--- src/verilog/buffet_pkg.sv ---
/*
 * Buffet shared definitions
 * Sizes of the circular buffer and scoreboard, the vector types that
 * carry data, indices and counts, the read request and RAM write port
 * structs, and the read FSM state encoding
 */
package buffet_pkg;

    // ------------------------------------------------------------------------
    // Sizes
    // ------------------------------------------------------------------------

    // Width of one buffer entry
    localparam int DATA_W = 32;
    // Index width, 16 entries
    localparam int ADDR_W = 4;
    localparam int DEPTH = 16;
    // Outstanding will-update reads that can be tracked
    localparam int SB_DEPTH = 4;

    // ------------------------------------------------------------------------
    // Types
    // ------------------------------------------------------------------------

    typedef logic [DATA_W-1:0] data_t;
    // Absolute index or offset from the head
    typedef logic [ADDR_W-1:0] idx_t;
    // One extra bit so that a full buffer (16) is representable
    typedef logic [ADDR_W:0] count_t;

    // Read request from the consumer, shrink reuses offset as amount
    typedef struct packed {
        idx_t offset;
        logic will_update;
        logic is_shrink;
    } read_req_t;

    // One RAM write port
    typedef struct packed {
        logic en;
        idx_t idx;
        data_t data;
    } wr_port_t;

    // Read FSM, one read held at a time
    typedef enum logic {
        RD_IDLE,
        RD_WAIT
    } rd_state_e;

endpackage
--- src/verilog/buffet_top.sv ---
/*
 * Buffet top level
 * Circular buffer filled in order by a producer and read by offset from
 * the head, with credit replies, shrink and tracked write-backs
 */
`timescale 1ns/1ps

module buffet_top (
    input  logic                  clk,
    input  logic                  nreset_i,
    // Push
    input  logic                  push_valid_i,
    input  buffet_pkg::data_t     push_data_i,
    // Credit
    input  logic                  credit_req_i,
    output logic                  credit_valid_o,
    output buffet_pkg::count_t    credit_o,
    // Read request and data
    input  logic                  read_valid_i,
    input  buffet_pkg::read_req_t read_req_i,
    output logic                  read_ready_o,
    output logic                  read_data_valid_o,
    output buffet_pkg::data_t     read_data_o,
    input  logic                  read_data_ready_i,
    // Update
    input  logic                  update_valid_i,
    input  buffet_pkg::idx_t      update_offset_i,
    input  buffet_pkg::data_t     update_data_i
);

    buffet_pkg::idx_t head;
    buffet_pkg::count_t occupancy;
    logic shrink;
    buffet_pkg::idx_t shrink_amount;
    logic match;
    logic sb_full;
    logic alloc;
    buffet_pkg::idx_t probe_idx;
    logic ram_rd_en;
    buffet_pkg::idx_t ram_rd_idx;
    buffet_pkg::wr_port_t push_wr;
    buffet_pkg::wr_port_t update_wr;

    buffet_window u_window (
        .clk             (clk),
        .nreset_i        (nreset_i),
        .push_valid_i    (push_valid_i),
        .push_data_i     (push_data_i),
        .credit_req_i    (credit_req_i),
        .shrink_i        (shrink),
        .shrink_amount_i (shrink_amount),
        .head_o          (head),
        .occupancy_o     (occupancy),
        .credit_valid_o  (credit_valid_o),
        .credit_o        (credit_o),
        .push_wr_o       (push_wr)
    );

    buffet_update_tracker u_tracker (
        .clk             (clk),
        .nreset_i        (nreset_i),
        .update_valid_i  (update_valid_i),
        .update_offset_i (update_offset_i),
        .update_data_i   (update_data_i),
        .head_i          (head),
        .alloc_i         (alloc),
        .alloc_idx_i     (probe_idx),
        .probe_idx_i     (probe_idx),
        .match_o         (match),
        .full_o          (sb_full),
        .update_wr_o     (update_wr)
    );

    buffet_read_ctrl u_read_ctrl (
        .clk               (clk),
        .nreset_i          (nreset_i),
        .read_valid_i      (read_valid_i),
        .read_req_i        (read_req_i),
        .read_data_ready_i (read_data_ready_i),
        .head_i            (head),
        .occupancy_i       (occupancy),
        .match_i           (match),
        .full_i            (sb_full),
        .read_ready_o      (read_ready_o),
        .shrink_o          (shrink),
        .shrink_amount_o   (shrink_amount),
        .alloc_o           (alloc),
        .probe_idx_o       (probe_idx),
        .ram_rd_en_o       (ram_rd_en),
        .ram_rd_idx_o      (ram_rd_idx),
        .read_data_valid_o (read_data_valid_o)
    );

    buffet_data_ram u_ram (
        .clk         (clk),
        .push_wr_i   (push_wr),
        .update_wr_i (update_wr),
        .rd_en_i     (ram_rd_en),
        .rd_idx_i    (ram_rd_idx),
        .rd_data_o   (read_data_o)
    );

endmodule

--- src/verilog/buffet_data_ram.sv ---
/*
 * Buffet data RAM
 * DEPTH entries of DATA_W bits with a push write port, an update
 * write port and one registered read port
 */
`timescale 1ns/1ps

module buffet_data_ram (
    input  logic                 clk,
    input  buffet_pkg::wr_port_t push_wr_i,
    input  buffet_pkg::wr_port_t update_wr_i,
    input  logic                 rd_en_i,
    input  buffet_pkg::idx_t     rd_idx_i,
    output buffet_pkg::data_t    rd_data_o
);

    // ------------------------------------------------------------------------
    // Storage
    // ------------------------------------------------------------------------

    buffet_pkg::data_t mem [buffet_pkg::DEPTH];

    // Push writes at the tail and update writes inside the window
    // The two never target the same entry
    always_ff @(posedge clk) begin
        if (push_wr_i.en) begin
            mem[push_wr_i.idx] <= push_wr_i.data;
        end
        if (update_wr_i.en) begin
            mem[update_wr_i.idx] <= update_wr_i.data;
        end
    end

    // Read data holds until the next read
    always_ff @(posedge clk) begin
        if (rd_en_i) begin
            rd_data_o <= mem[rd_idx_i];
        end
    end

endmodule

--- src/verilog/buffet_read_ctrl.sv ---
/*
 * Buffet read control
 * Accepts read and shrink requests, holds one read until its WAR, RAW,
 * consumer-ready and scoreboard-full conditions clear, then issues the
 * RAM read and scoreboard allocation and pulses data valid a cycle later
 */
`timescale 1ns/1ps

module buffet_read_ctrl (
    input  logic                  clk,
    input  logic                  nreset_i,
    input  logic                  read_valid_i,
    input  buffet_pkg::read_req_t read_req_i,
    input  logic                  read_data_ready_i,
    input  buffet_pkg::idx_t      head_i,
    input  buffet_pkg::count_t    occupancy_i,
    input  logic                  match_i,
    input  logic                  full_i,
    output logic                  read_ready_o,
    output logic                  shrink_o,
    output buffet_pkg::idx_t      shrink_amount_o,
    output logic                  alloc_o,
    output buffet_pkg::idx_t      probe_idx_o,
    output logic                  ram_rd_en_o,
    output buffet_pkg::idx_t      ram_rd_idx_o,
    output logic                  read_data_valid_o
);

    buffet_pkg::rd_state_e state_q;

    // Held read
    buffet_pkg::idx_t offset_q;
    buffet_pkg::idx_t abs_idx_q;
    logic will_update_q;

    logic accept;
    logic war_clear;
    logic sb_room;
    logic issue;

    // ------------------------------------------------------------------------
    // Acceptance
    // ------------------------------------------------------------------------

    // Only one read in flight, and nothing to read while empty
    assign read_ready_o = (state_q == buffet_pkg::RD_IDLE) && (occupancy_i != '0);
    assign accept = read_valid_i && read_ready_o;

    // Shrink acts at the accept edge and never waits
    assign shrink_o = accept && read_req_i.is_shrink;
    assign shrink_amount_o = read_req_i.offset;

    // ------------------------------------------------------------------------
    // Hazard wait
    // ------------------------------------------------------------------------

    // WAR: the offset has to be filled already
    assign war_clear = buffet_pkg::count_t'(offset_q) < occupancy_i;
    // A will-update read needs a scoreboard slot
    assign sb_room = !will_update_q || !full_i;
    // match_i covers RAW against the held index
    assign issue = (state_q == buffet_pkg::RD_WAIT) && war_clear && !match_i &&
                   read_data_ready_i && sb_room;

    always_ff @(posedge clk or negedge nreset_i) begin
        if (!nreset_i) begin
            state_q <= buffet_pkg::RD_IDLE;
        end else begin
            case (state_q)
                buffet_pkg::RD_IDLE: begin
                    if (accept && !read_req_i.is_shrink) begin
                        state_q <= buffet_pkg::RD_WAIT;
                    end
                end
                buffet_pkg::RD_WAIT: begin
                    if (issue) begin
                        state_q <= buffet_pkg::RD_IDLE;
                    end
                end
                default: state_q <= buffet_pkg::RD_IDLE;
            endcase
        end
    end

    // Absolute index fixed at accept, head cannot move while held
    always_ff @(posedge clk) begin
        if (accept && !read_req_i.is_shrink) begin
            offset_q <= read_req_i.offset;
            abs_idx_q <= head_i + read_req_i.offset;
            will_update_q <= read_req_i.will_update;
        end
    end

    // ------------------------------------------------------------------------
    // Issue
    // ------------------------------------------------------------------------

    assign probe_idx_o = abs_idx_q;
    assign alloc_o = issue && will_update_q;
    assign ram_rd_en_o = issue;
    assign ram_rd_idx_o = abs_idx_q;

    // RAM read port is registered, so valid trails issue by one cycle
    always_ff @(posedge clk or negedge nreset_i) begin
        if (!nreset_i) begin
            read_data_valid_o <= 1'b0;
        end else begin
            read_data_valid_o <= issue;
        end
    end

endmodule

--- src/verilog/buffet_update_tracker.sv ---
/*
 * Buffet update tracker
 * Scoreboard of entries read with will-update and not yet written back.
 * Registers write-backs, clears their scoreboard entry and drives the
 * update write port of the RAM one cycle after arrival
 */
`timescale 1ns/1ps

module buffet_update_tracker (
    input  logic                 clk,
    input  logic                 nreset_i,
    input  logic                 update_valid_i,
    input  buffet_pkg::idx_t     update_offset_i,
    input  buffet_pkg::data_t    update_data_i,
    input  buffet_pkg::idx_t     head_i,
    input  logic                 alloc_i,
    input  buffet_pkg::idx_t     alloc_idx_i,
    input  buffet_pkg::idx_t     probe_idx_i,
    output logic                 match_o,
    output logic                 full_o,
    output buffet_pkg::wr_port_t update_wr_o
);

    // Scoreboard entries
    logic [buffet_pkg::SB_DEPTH-1:0] sb_valid_q;
    buffet_pkg::idx_t sb_idx_q [buffet_pkg::SB_DEPTH];

    // Registered write-back
    logic upd_valid_q;
    buffet_pkg::idx_t upd_idx_q;
    buffet_pkg::data_t upd_data_q;

    logic [buffet_pkg::SB_DEPTH-1:0] free;
    logic [buffet_pkg::SB_DEPTH-1:0] alloc_onehot;
    logic [buffet_pkg::SB_DEPTH-1:0] probe_hit;
    logic [buffet_pkg::SB_DEPTH-1:0] upd_hit;

    // Lowest free slot as a one-hot mask
    assign free = ~sb_valid_q;
    assign alloc_onehot = free & (~free + 1'b1);

    always_comb begin
        for (int i = 0; i < buffet_pkg::SB_DEPTH; i++) begin
            probe_hit[i] = sb_valid_q[i] && (sb_idx_q[i] == probe_idx_i);
            upd_hit[i] = sb_valid_q[i] && (sb_idx_q[i] == upd_idx_q);
        end
    end

    assign match_o = |probe_hit;
    assign full_o = &sb_valid_q;

    // Offset is taken relative to the head at arrival
    always_ff @(posedge clk or negedge nreset_i) begin
        if (!nreset_i) begin
            upd_valid_q <= 1'b0;
        end else begin
            upd_valid_q <= update_valid_i;
        end
    end

    always_ff @(posedge clk) begin
        if (update_valid_i) begin
            upd_idx_q <= head_i + update_offset_i;
            upd_data_q <= update_data_i;
        end
    end

    // Clear on write-back, set on allocation
    // A clear only hits valid slots and allocation only takes free ones
    always_ff @(posedge clk or negedge nreset_i) begin
        if (!nreset_i) begin
            sb_valid_q <= '0;
        end else begin
            for (int i = 0; i < buffet_pkg::SB_DEPTH; i++) begin
                if (upd_valid_q && upd_hit[i]) begin
                    sb_valid_q[i] <= 1'b0;
                end else if (alloc_i && alloc_onehot[i]) begin
                    sb_valid_q[i] <= 1'b1;
                end
            end
        end
    end

    always_ff @(posedge clk) begin
        for (int i = 0; i < buffet_pkg::SB_DEPTH; i++) begin
            if (alloc_i && alloc_onehot[i]) begin
                sb_idx_q[i] <= alloc_idx_i;
            end
        end
    end

    // RAM write lands on the same edge as the clear
    always_comb begin
        update_wr_o.en = upd_valid_q;
        update_wr_o.idx = upd_idx_q;
        update_wr_o.data = upd_data_q;
    end

endmodule

--- src/verilog/buffet_window.sv ---
/*
 * Buffet window
 * Keeps the head and tail pointers of the circular buffer, derives the
 * occupancy, answers credit requests one cycle later and forms the
 * push write port at the tail
 */
`timescale 1ns/1ps

module buffet_window (
    input  logic                clk,
    input  logic                nreset_i,
    input  logic                push_valid_i,
    input  buffet_pkg::data_t   push_data_i,
    input  logic                credit_req_i,
    input  logic                shrink_i,
    input  buffet_pkg::idx_t    shrink_amount_i,
    output buffet_pkg::idx_t    head_o,
    output buffet_pkg::count_t  occupancy_o,
    output logic                credit_valid_o,
    output buffet_pkg::count_t  credit_o,
    output buffet_pkg::wr_port_t push_wr_o
);

    // ------------------------------------------------------------------------
    // Pointers
    // ------------------------------------------------------------------------

    // Top bit of each pointer is the wrap bit
    // Low bits are the RAM index
    buffet_pkg::count_t head_q;
    buffet_pkg::count_t tail_q;
    buffet_pkg::count_t occupancy;

    // Difference modulo 2*DEPTH gives 0..DEPTH
    assign occupancy = tail_q - head_q;

    always_ff @(posedge clk or negedge nreset_i) begin
        if (!nreset_i) begin
            head_q <= '0;
            tail_q <= '0;
        end else begin
            // Producer holds credit, so no overflow check
            if (push_valid_i) begin
                tail_q <= tail_q + 1'b1;
            end
            // Shrink frees entries from the head
            if (shrink_i) begin
                head_q <= head_q + buffet_pkg::count_t'(shrink_amount_i);
            end
        end
    end

    assign head_o = head_q[buffet_pkg::ADDR_W-1:0];
    assign occupancy_o = occupancy;

    // ------------------------------------------------------------------------
    // Credit reply
    // ------------------------------------------------------------------------

    always_ff @(posedge clk or negedge nreset_i) begin
        if (!nreset_i) begin
            credit_valid_o <= 1'b0;
        end else begin
            credit_valid_o <= credit_req_i;
        end
    end

    // Free space sampled at the request edge
    always_ff @(posedge clk) begin
        if (credit_req_i) begin
            credit_o <= buffet_pkg::count_t'(buffet_pkg::DEPTH) - occupancy;
        end
    end

    // Push goes straight into the RAM at the tail
    always_comb begin
        push_wr_o.en = push_valid_i;
        push_wr_o.idx = tail_q[buffet_pkg::ADDR_W-1:0];
        push_wr_o.data = push_data_i;
    end

endmodule

--- config.mk ---
export PLATFORM = sky130hd
export DESIGN_NAME = buffet_top
export DESIGN_NICKNAME = d
export VERILOG_FILES = /design/src/verilog/buffet_pkg.sv /design/src/verilog/buffet_top.sv /design/src/verilog/buffet_data_ram.sv /design/src/verilog/buffet_read_ctrl.sv /design/src/verilog/buffet_update_tracker.sv /design/src/verilog/buffet_window.sv
export SDC_FILE = /design/constraint.sdc
export NUM_CORES = 1
export LEC_CHECK = 0
export BUFFER_PORTS_ARGS = -buffer_cell sky130_fd_sc_hd__buf_2
export CAP_MARGIN = 40
export CORE_MARGIN = 2
export CORE_UTILIZATION = 55
export CTS_CLUSTER_DIAMETER = 150
export DETAILED_ROUTE_END_ITERATION = 6
export GPL_TIMING_DRIVEN = 1
export PLACE_DENSITY = 0.72
export SETUP_SLACK_MARGIN = 0.3
export SLEW_MARGIN = 20
export SYNTH_ARGS = -nofsm -noshare
export SYNTH_HDL_FRONTEND = slang
export SYNTH_SLANG_ARGS = --single-unit
--- constraint.sdc ---
create_clock -name clk -period 7.1 [get_ports clk]
set_input_delay 0.71 -clock clk [delete_from_list [all_inputs] [get_ports clk]]
set_output_delay 0.71 -clock clk [all_outputs]
set_load 0.005 [all_outputs]
### Word-level counts from Yosys, hierarchy flattened

Memory sizes are Yosys's and may differ from the RTL's. A register that Yosys moved wholly into a read port is not among the register bits.
Cells that the tools add are included.

| word-level totals | value |
|---|---|
| logic and storage cells | 110 |
| memory bits (writable) | 528 |
| output and inout bits | 40 |
| flip-flop bits (word level) | 68 |
| input bits | 81 |
| memories | 2 |

Memories:

| name | depth | width | rd ports | clocked after Yosys merged registers in | write ports | line | RTL |
|---|---|---|---|---|---|---|---|
| u_ram.mem | 16 | 32 | 1 | 1 | 2 | buffet_data_ram.sv:21 | `buffet_pkg::data_t mem [buffet_pkg::DEPTH];` |
| u_tracker.sb_idx_q | 4 | 4 | 4 | 0 | 1 | buffet_update_tracker.sv:26 | `buffet_pkg::idx_t sb_idx_q [buffet_pkg::SB_DEPTH];` |

| cells by class | value |
|---|---|
| reductions and logical operators | 40 |
| bitwise operators | 4 |
| equal/unequal tests | 8 |
| add/subtract/negate cells | 7 |
| order comparisons | 1 |
| muxes and demuxes | 32 |

Operators by type and width:

| operator | number |
|---|---|
| == test 4 bit | 8 |
| logical AND 1 bit | 25 |
| 2-to-1 mux 1 bit | 25 |
| OR reduction 4 bit | 4 |
| 2-to-1 mux 4 bit | 3 |
| adder 4 bit | 2 |
| inverter 4 bit | 2 |
| nonzero test 2 bit | 4 |
| 2-to-1 mux 2 bit | 3 |
| adder 5 x 1 -> 5 bit, second input constant | 1 |
| adder 5 x 4 -> 5 bit | 1 |
| < comparator 4 x 5 -> 1 bit | 1 |
| nonzero test 5 bit | 1 |
| subtractor 5 bit | 1 |
| subtractor 5 bit, first input constant | 1 |
| adder 4 x 1 -> 4 bit, second input constant | 1 |
| AND 4 bit | 1 |
| logical NOT 1 bit | 4 |
| AND reduction 4 bit | 1 |
| one-hot mux 1 bit (2 select lines) | 1 |
| logical OR 1 bit | 1 |
| inverter 1 bit | 1 |

### Depth between registers and ports, before layout

| depth | value |
|---|---|
| word-level depth | 15 |
| depth in mapped cells | 13 |
| depth with buffers taken out | 13 |

### Hierarchy

Synthesis repeated with hierarchy kept, for this count alone.

| unflattened totals | value |
|---|---|
| cell total of the unflattened synthesis | 1801 |
| area, all modules | 31029.8 um^2 |

Modules (own cells, without submodules):

| module | times used | area each (um^2) | sequential area each (um^2) | cells an instance |
|---|---|---|---|---|
| buffet_data_ram | 1 | 26905.8 | 16335.7 | 1493 |
| buffet_update_tracker | 1 | 2249.7 | 1686.6 | 133 |
| buffet_window | 1 | 1218.7 | 425.4 | 119 |
| buffet_read_ctrl | 1 | 655.6 | 320.3 | 56 |

### Worst setup path after synthesis

OpenSTA, ideal clock, no wires.

| timing | value |
|---|---|
| path kind | input to register |
| start | input push_valid_i |
| end | memory u_ram.mem[2][0] (netlist bit), enable pin |
| path slack | 3.078 ns |
| buffers on the path | 1 |
| arrival time | 3.552 ns |
| setup time | 0.470 ns |
| cell stages on the path | 3 |
| cell sequence | clkbuf_1 > nand2_1 > o31ai_1 |

RTL lines:

| item | line | RTL |
|---|---|---|
| start: declaration | buffet_top.sv:12 | `input logic push_valid_i,` |
| end: declaration | buffet_data_ram.sv:21 |  |

### Final worst setup path

| timing | value |
|---|---|
| start | register u_window.head_q[1] |
| end | register u_ram.rd_data_o[6] (read register of u_ram.mem), enable pin |

| on the way | value |
|---|---|
| longest elaborated chain between the ends | 6 |

RTL lines:

| item | line | RTL |
|---|---|---|
| start: declaration | buffet_window.sv:30 | `buffet_pkg::count_t head_q;` |
| start signal: assignment | buffet_window.sv:48 | `head_q <= head_q + buffet_pkg::count_t'(shrink_amount_i);` |
| subtractor 5 bit | buffet_window.sv:35 | `assign occupancy = tail_q - head_q;` |
| < comparator 4 x 5 -> 1 bit | buffet_read_ctrl.sv:58 | `assign war_clear = buffet_pkg::count_t'(offset_q) < occupancy_i;` |
| logical AND 1 bit (3 in series) | buffet_read_ctrl.sv:62 | `assign issue = (state_q == buffet_pkg::RD_WAIT) && war_clear && !match_i &&` |
| logical AND 1 bit | buffet_read_ctrl.sv:63 | `read_data_ready_i && sb_room;` |
| via ram_rd_en | buffet_top.sv:39 | `logic ram_rd_en;` |
| end: declaration | buffet_data_ram.sv:14 | `output buffet_pkg::data_t rd_data_o` |

The timed path passes the listed nets, and every way through them passes these cells.
A chain may end at the register's enable or synchronous reset.

==> reports/metrics.yaml <==
power_and_ir_drop:
  powerDensity_mw_per_mm2: 341
  leakage_uw: 0.0113
  comb_power_share: 0.250
  p_seq_frac: 0.457
  vdd_drop_max_mv: 0.213
  p_sw_frac: 0.295
  clkPwrFrac: 0.293
  internal_power_uw: 8160
  p_sw_uw: 3420
final_layout:
  design_area_sq_mm: 0.0339
  fin_util: 0.619
  layoutNonFillerInstCount: 2495
  fillers: 3925
  layout-area-overhead-vs-synth_pct: 11.7
  final_nets: 1844
  drive_gt1_frac: 0.253
min_path:
  hp-class: "in2async"
synth:
  synthesis.nets: 1769
  synthFlopType: "edfxtp_1"
  ys_seq_area_frac: 0.618
  avgSynthCellArea_sq_um: 18.2
  ys_seq_elements: 628
  synth_area_sq_mm: 0.0304
  async_reset_ff_frac: 0.0287
  ys_types: 47
  synth_warnings: 0
  synth_edf_count: 610
  postSynthCellCount: 1666
clock_network:
  h-tree-depth: 3
  clock_path_buffers: 3
  cts_setup_buffers: 0
  clk_pin_slew_ps: 60
  cts_tree: "done"
  clock-sinks: 628
  cts_root_buffer: "clkbuf_16"
  holdBufCountCts: 0
  cts_made_buffers: 70
  clkLatencyLatePin_ps: 590
  cts_resized: 0
global_routing:
  grt_pass1_wl_microns: 109000
  grt_usage: 0.265
  grt_max_degree: 137
  grt_pass1_vias: 16600
  grt_antenna_before_repair: 2
  overflow: 0
timing:
  fmax_mhz: 273
  hold_viol_final: 0
  layout_min_cycle_time_ps: 3660
  worstMarginPinSlew_ps: 956
  slew_violations: 0
  rsz0062_at_grt: "false"
  fin_setup_tns_ps: 0
  slew_headroom: 0.363
  period_share: 0.516
  clock_skew_ps: 14.5
  fin_hold_ws_ps: 63.0
  finalSetupViolCount: 0
floorplanning:
  initial_utilization: 0.554
  ios: 121
  dieArea_sq_mm: 0.0571
  core-area_sq_mm: 0.0549
  rows: 86
  die-height_microns: 239
  die_w_microns: 239
critical_path:
  critPathMaxFanout: 19
  required_ps: 7380
  crit_type: "reg2reg"
  crit_path_end_kind: "flop"
  startpoint_type: "flop"
  arrival_ps: 3940
routing:
  wl_per_cell_microns: 29.5
  drtPass1Iterations: 5
  vias_per_cell: 6.46
  ant_nets: 0
  num_vias: 16100
  routed_wl_microns: 73700
  drt_iter0_drc: 1730
  post-route-drc-count: 0
job:
  max_cap_violations: 0
placement:
  placed_cell_area_sq_mm: 0.0318
  dp.cells: 2373
  place.detailed.hpwl_microns: 39500
  gp_congestion: 0.799
  port_buffers: 120
outcome:
  status: "finished, final reports clean"
-- flip-flops by register name (all words and copies together) (netlist names) --
register and count:
u_ram.mem 512, u_ram.rd_data_o 32, u_read_ctrl.offset_q 4, u_read_ctrl.probe_idx_o 4, u_read_ctrl.read_data_valid_o 1, u_read_ctrl.state_q 1, u_read_ctrl.will_update_q 1, u_tracker.sb_idx_q 16
u_tracker.sb_valid_q 4, u_tracker.upd_data_q 32, u_tracker.upd_idx_q 4, u_tracker.upd_valid_q 1, u_window.credit_o 5, u_window.credit_valid_o 1, u_window.head_q 5, u_window.tail_q 5
-- routing by layer --
metal	part of all wire	wire length (microns)	track usage
met2	0.49	36500	0.438
met5	0	0	0
met3	0.059	4350	0.0426
met1	0.42	30600	0.362
met4	0.030	2240	0.0847
-- cell usage after synthesis (6+ instances only) --
master / n / area (sq um)
edfxtp_1: 610 / 18300
nor2_1: 13 / 48.8
xor2_1: 28 / 245
dfrtp_1: 18 / 450
inv_1: 18 / 67.6
buf_2: 59 / 295
buf_1: 7 / 26.3
xnor2_1: 18 / 158
clkbuf_1: 82 / 308
a21oi_1: 6 / 30.0
mux2_1: 514 / 5790
buf_6: 9 / 101
o21ai_1: 9 / 45.0
nand2_1: 21 / 78.8
ha_1: 19 / 238
mux4_2: 160 / 3600
o22ai_1: 9 / 56.3
-- placed cells by master, fill, tap and decap left out, types with 5 or more instances in the layout --
| master | instances |
|---|---|
| a21o_1 | 5 |
| a21oi_1 | 6 |
| buf_2 | 120 |
| buf_4 | 38 |
| clkbuf_1 | 20 |
| clkbuf_16 | 73 |
| clkinv_1 | 15 |
| clkinv_2 | 8 |
| dfrtp_1 | 18 |
| edfxtp_1 | 610 |
| ha_1 | 19 |
| inv_1 | 17 |
| mux2_1 | 514 |
| mux4_2 | 160 |
| nand2_1 | 21 |
| nand2b_1 | 5 |
| nor2_4 | 9 |
| o21ai_4 | 6 |
| o22ai_4 | 8 |
| xnor2_1 | 18 |
| xor2_1 | 28 |
-- area by class of cell --
cell class              count  area (sq um)  area share
flip-flops and latches    628         18800       0.553
inverters                  21          78.8     0.00232
clock inverters            28           203     0.00597
diodes                      1          2.50   0.0000737
well taps                 704           881      0.0260
multi-input cells         855         11100       0.326
clock buffers              93          1900      0.0560
repair buffers            165          1060      0.0311
-- worst paths after layout --
check	startpoint	end	slack, ps	depth (start not counted)
max	u_window.head_q[1]	u_ram.rd_data_o[6]	3440	13
max reg2reg	u_window.head_q[1]	u_ram.rd_data_o[6]	3440	13
min in group clk	update_data_i[16]	u_tracker.upd_data_q[16]	290	1
min reg2reg	u_window.tail_q[4]	u_window.tail_q[4]	520	1
max in group asynchronous	nreset_i	u_window.tail_q[2]	6710	1
min	nreset_i	u_window.head_q[4]	60	1
-- critical path, stage by stage, from the launching register on --
cell and delay [ps]:
dfrtp_1 410, inv_1 240, ha_1 280, a21o_1 160, a21oi_1 200, xnor2_1 190, inv_1 100, ha_1 310
o211ai_1 110, nand3b_1 100, a22oi_1 320, nand2_1 180, inv_2 420, buf_12 290
-- power groups by stage --
stage | registers (uW) | clock network (uW) | logic (uW)
final | 5290 | 3390 | 2890
after global routing | 5350 | 3580 | 3090
after CTS | 5290 | 3450 | 2920
after detailed placement | 5360 | 0 | 2910
after global placement | 5340 | 0 | 2790
after floorplan | 5220 | 0 | 1910
-- per-stage QoR --
step / setup slack [ps] / total power, uW
5_1_grt: 3160 / 12000
2_1_floorplan: 3080 / 7130
3_5_place_dp: 3460 / 8270
4_1_cts: 3430 / 11700
3_3_place_gp: 3310 / 8130
6_report: 3440 / 11600
-- cells by family after synthesis --
| family | synth area share |
|---|---|
| AOI/OAI and AO/OA | 0.00943 |
| xor gates and xnor gates | 0.0133 |
| adders and majority gates | 0.00980 |
| buffers and inverters | 0.0278 |
| DFF | 0.618 |
| muxes | 0.309 |
| and+or+nand+nor | 0.0126 |
Power figures use the tool's default switching activity.
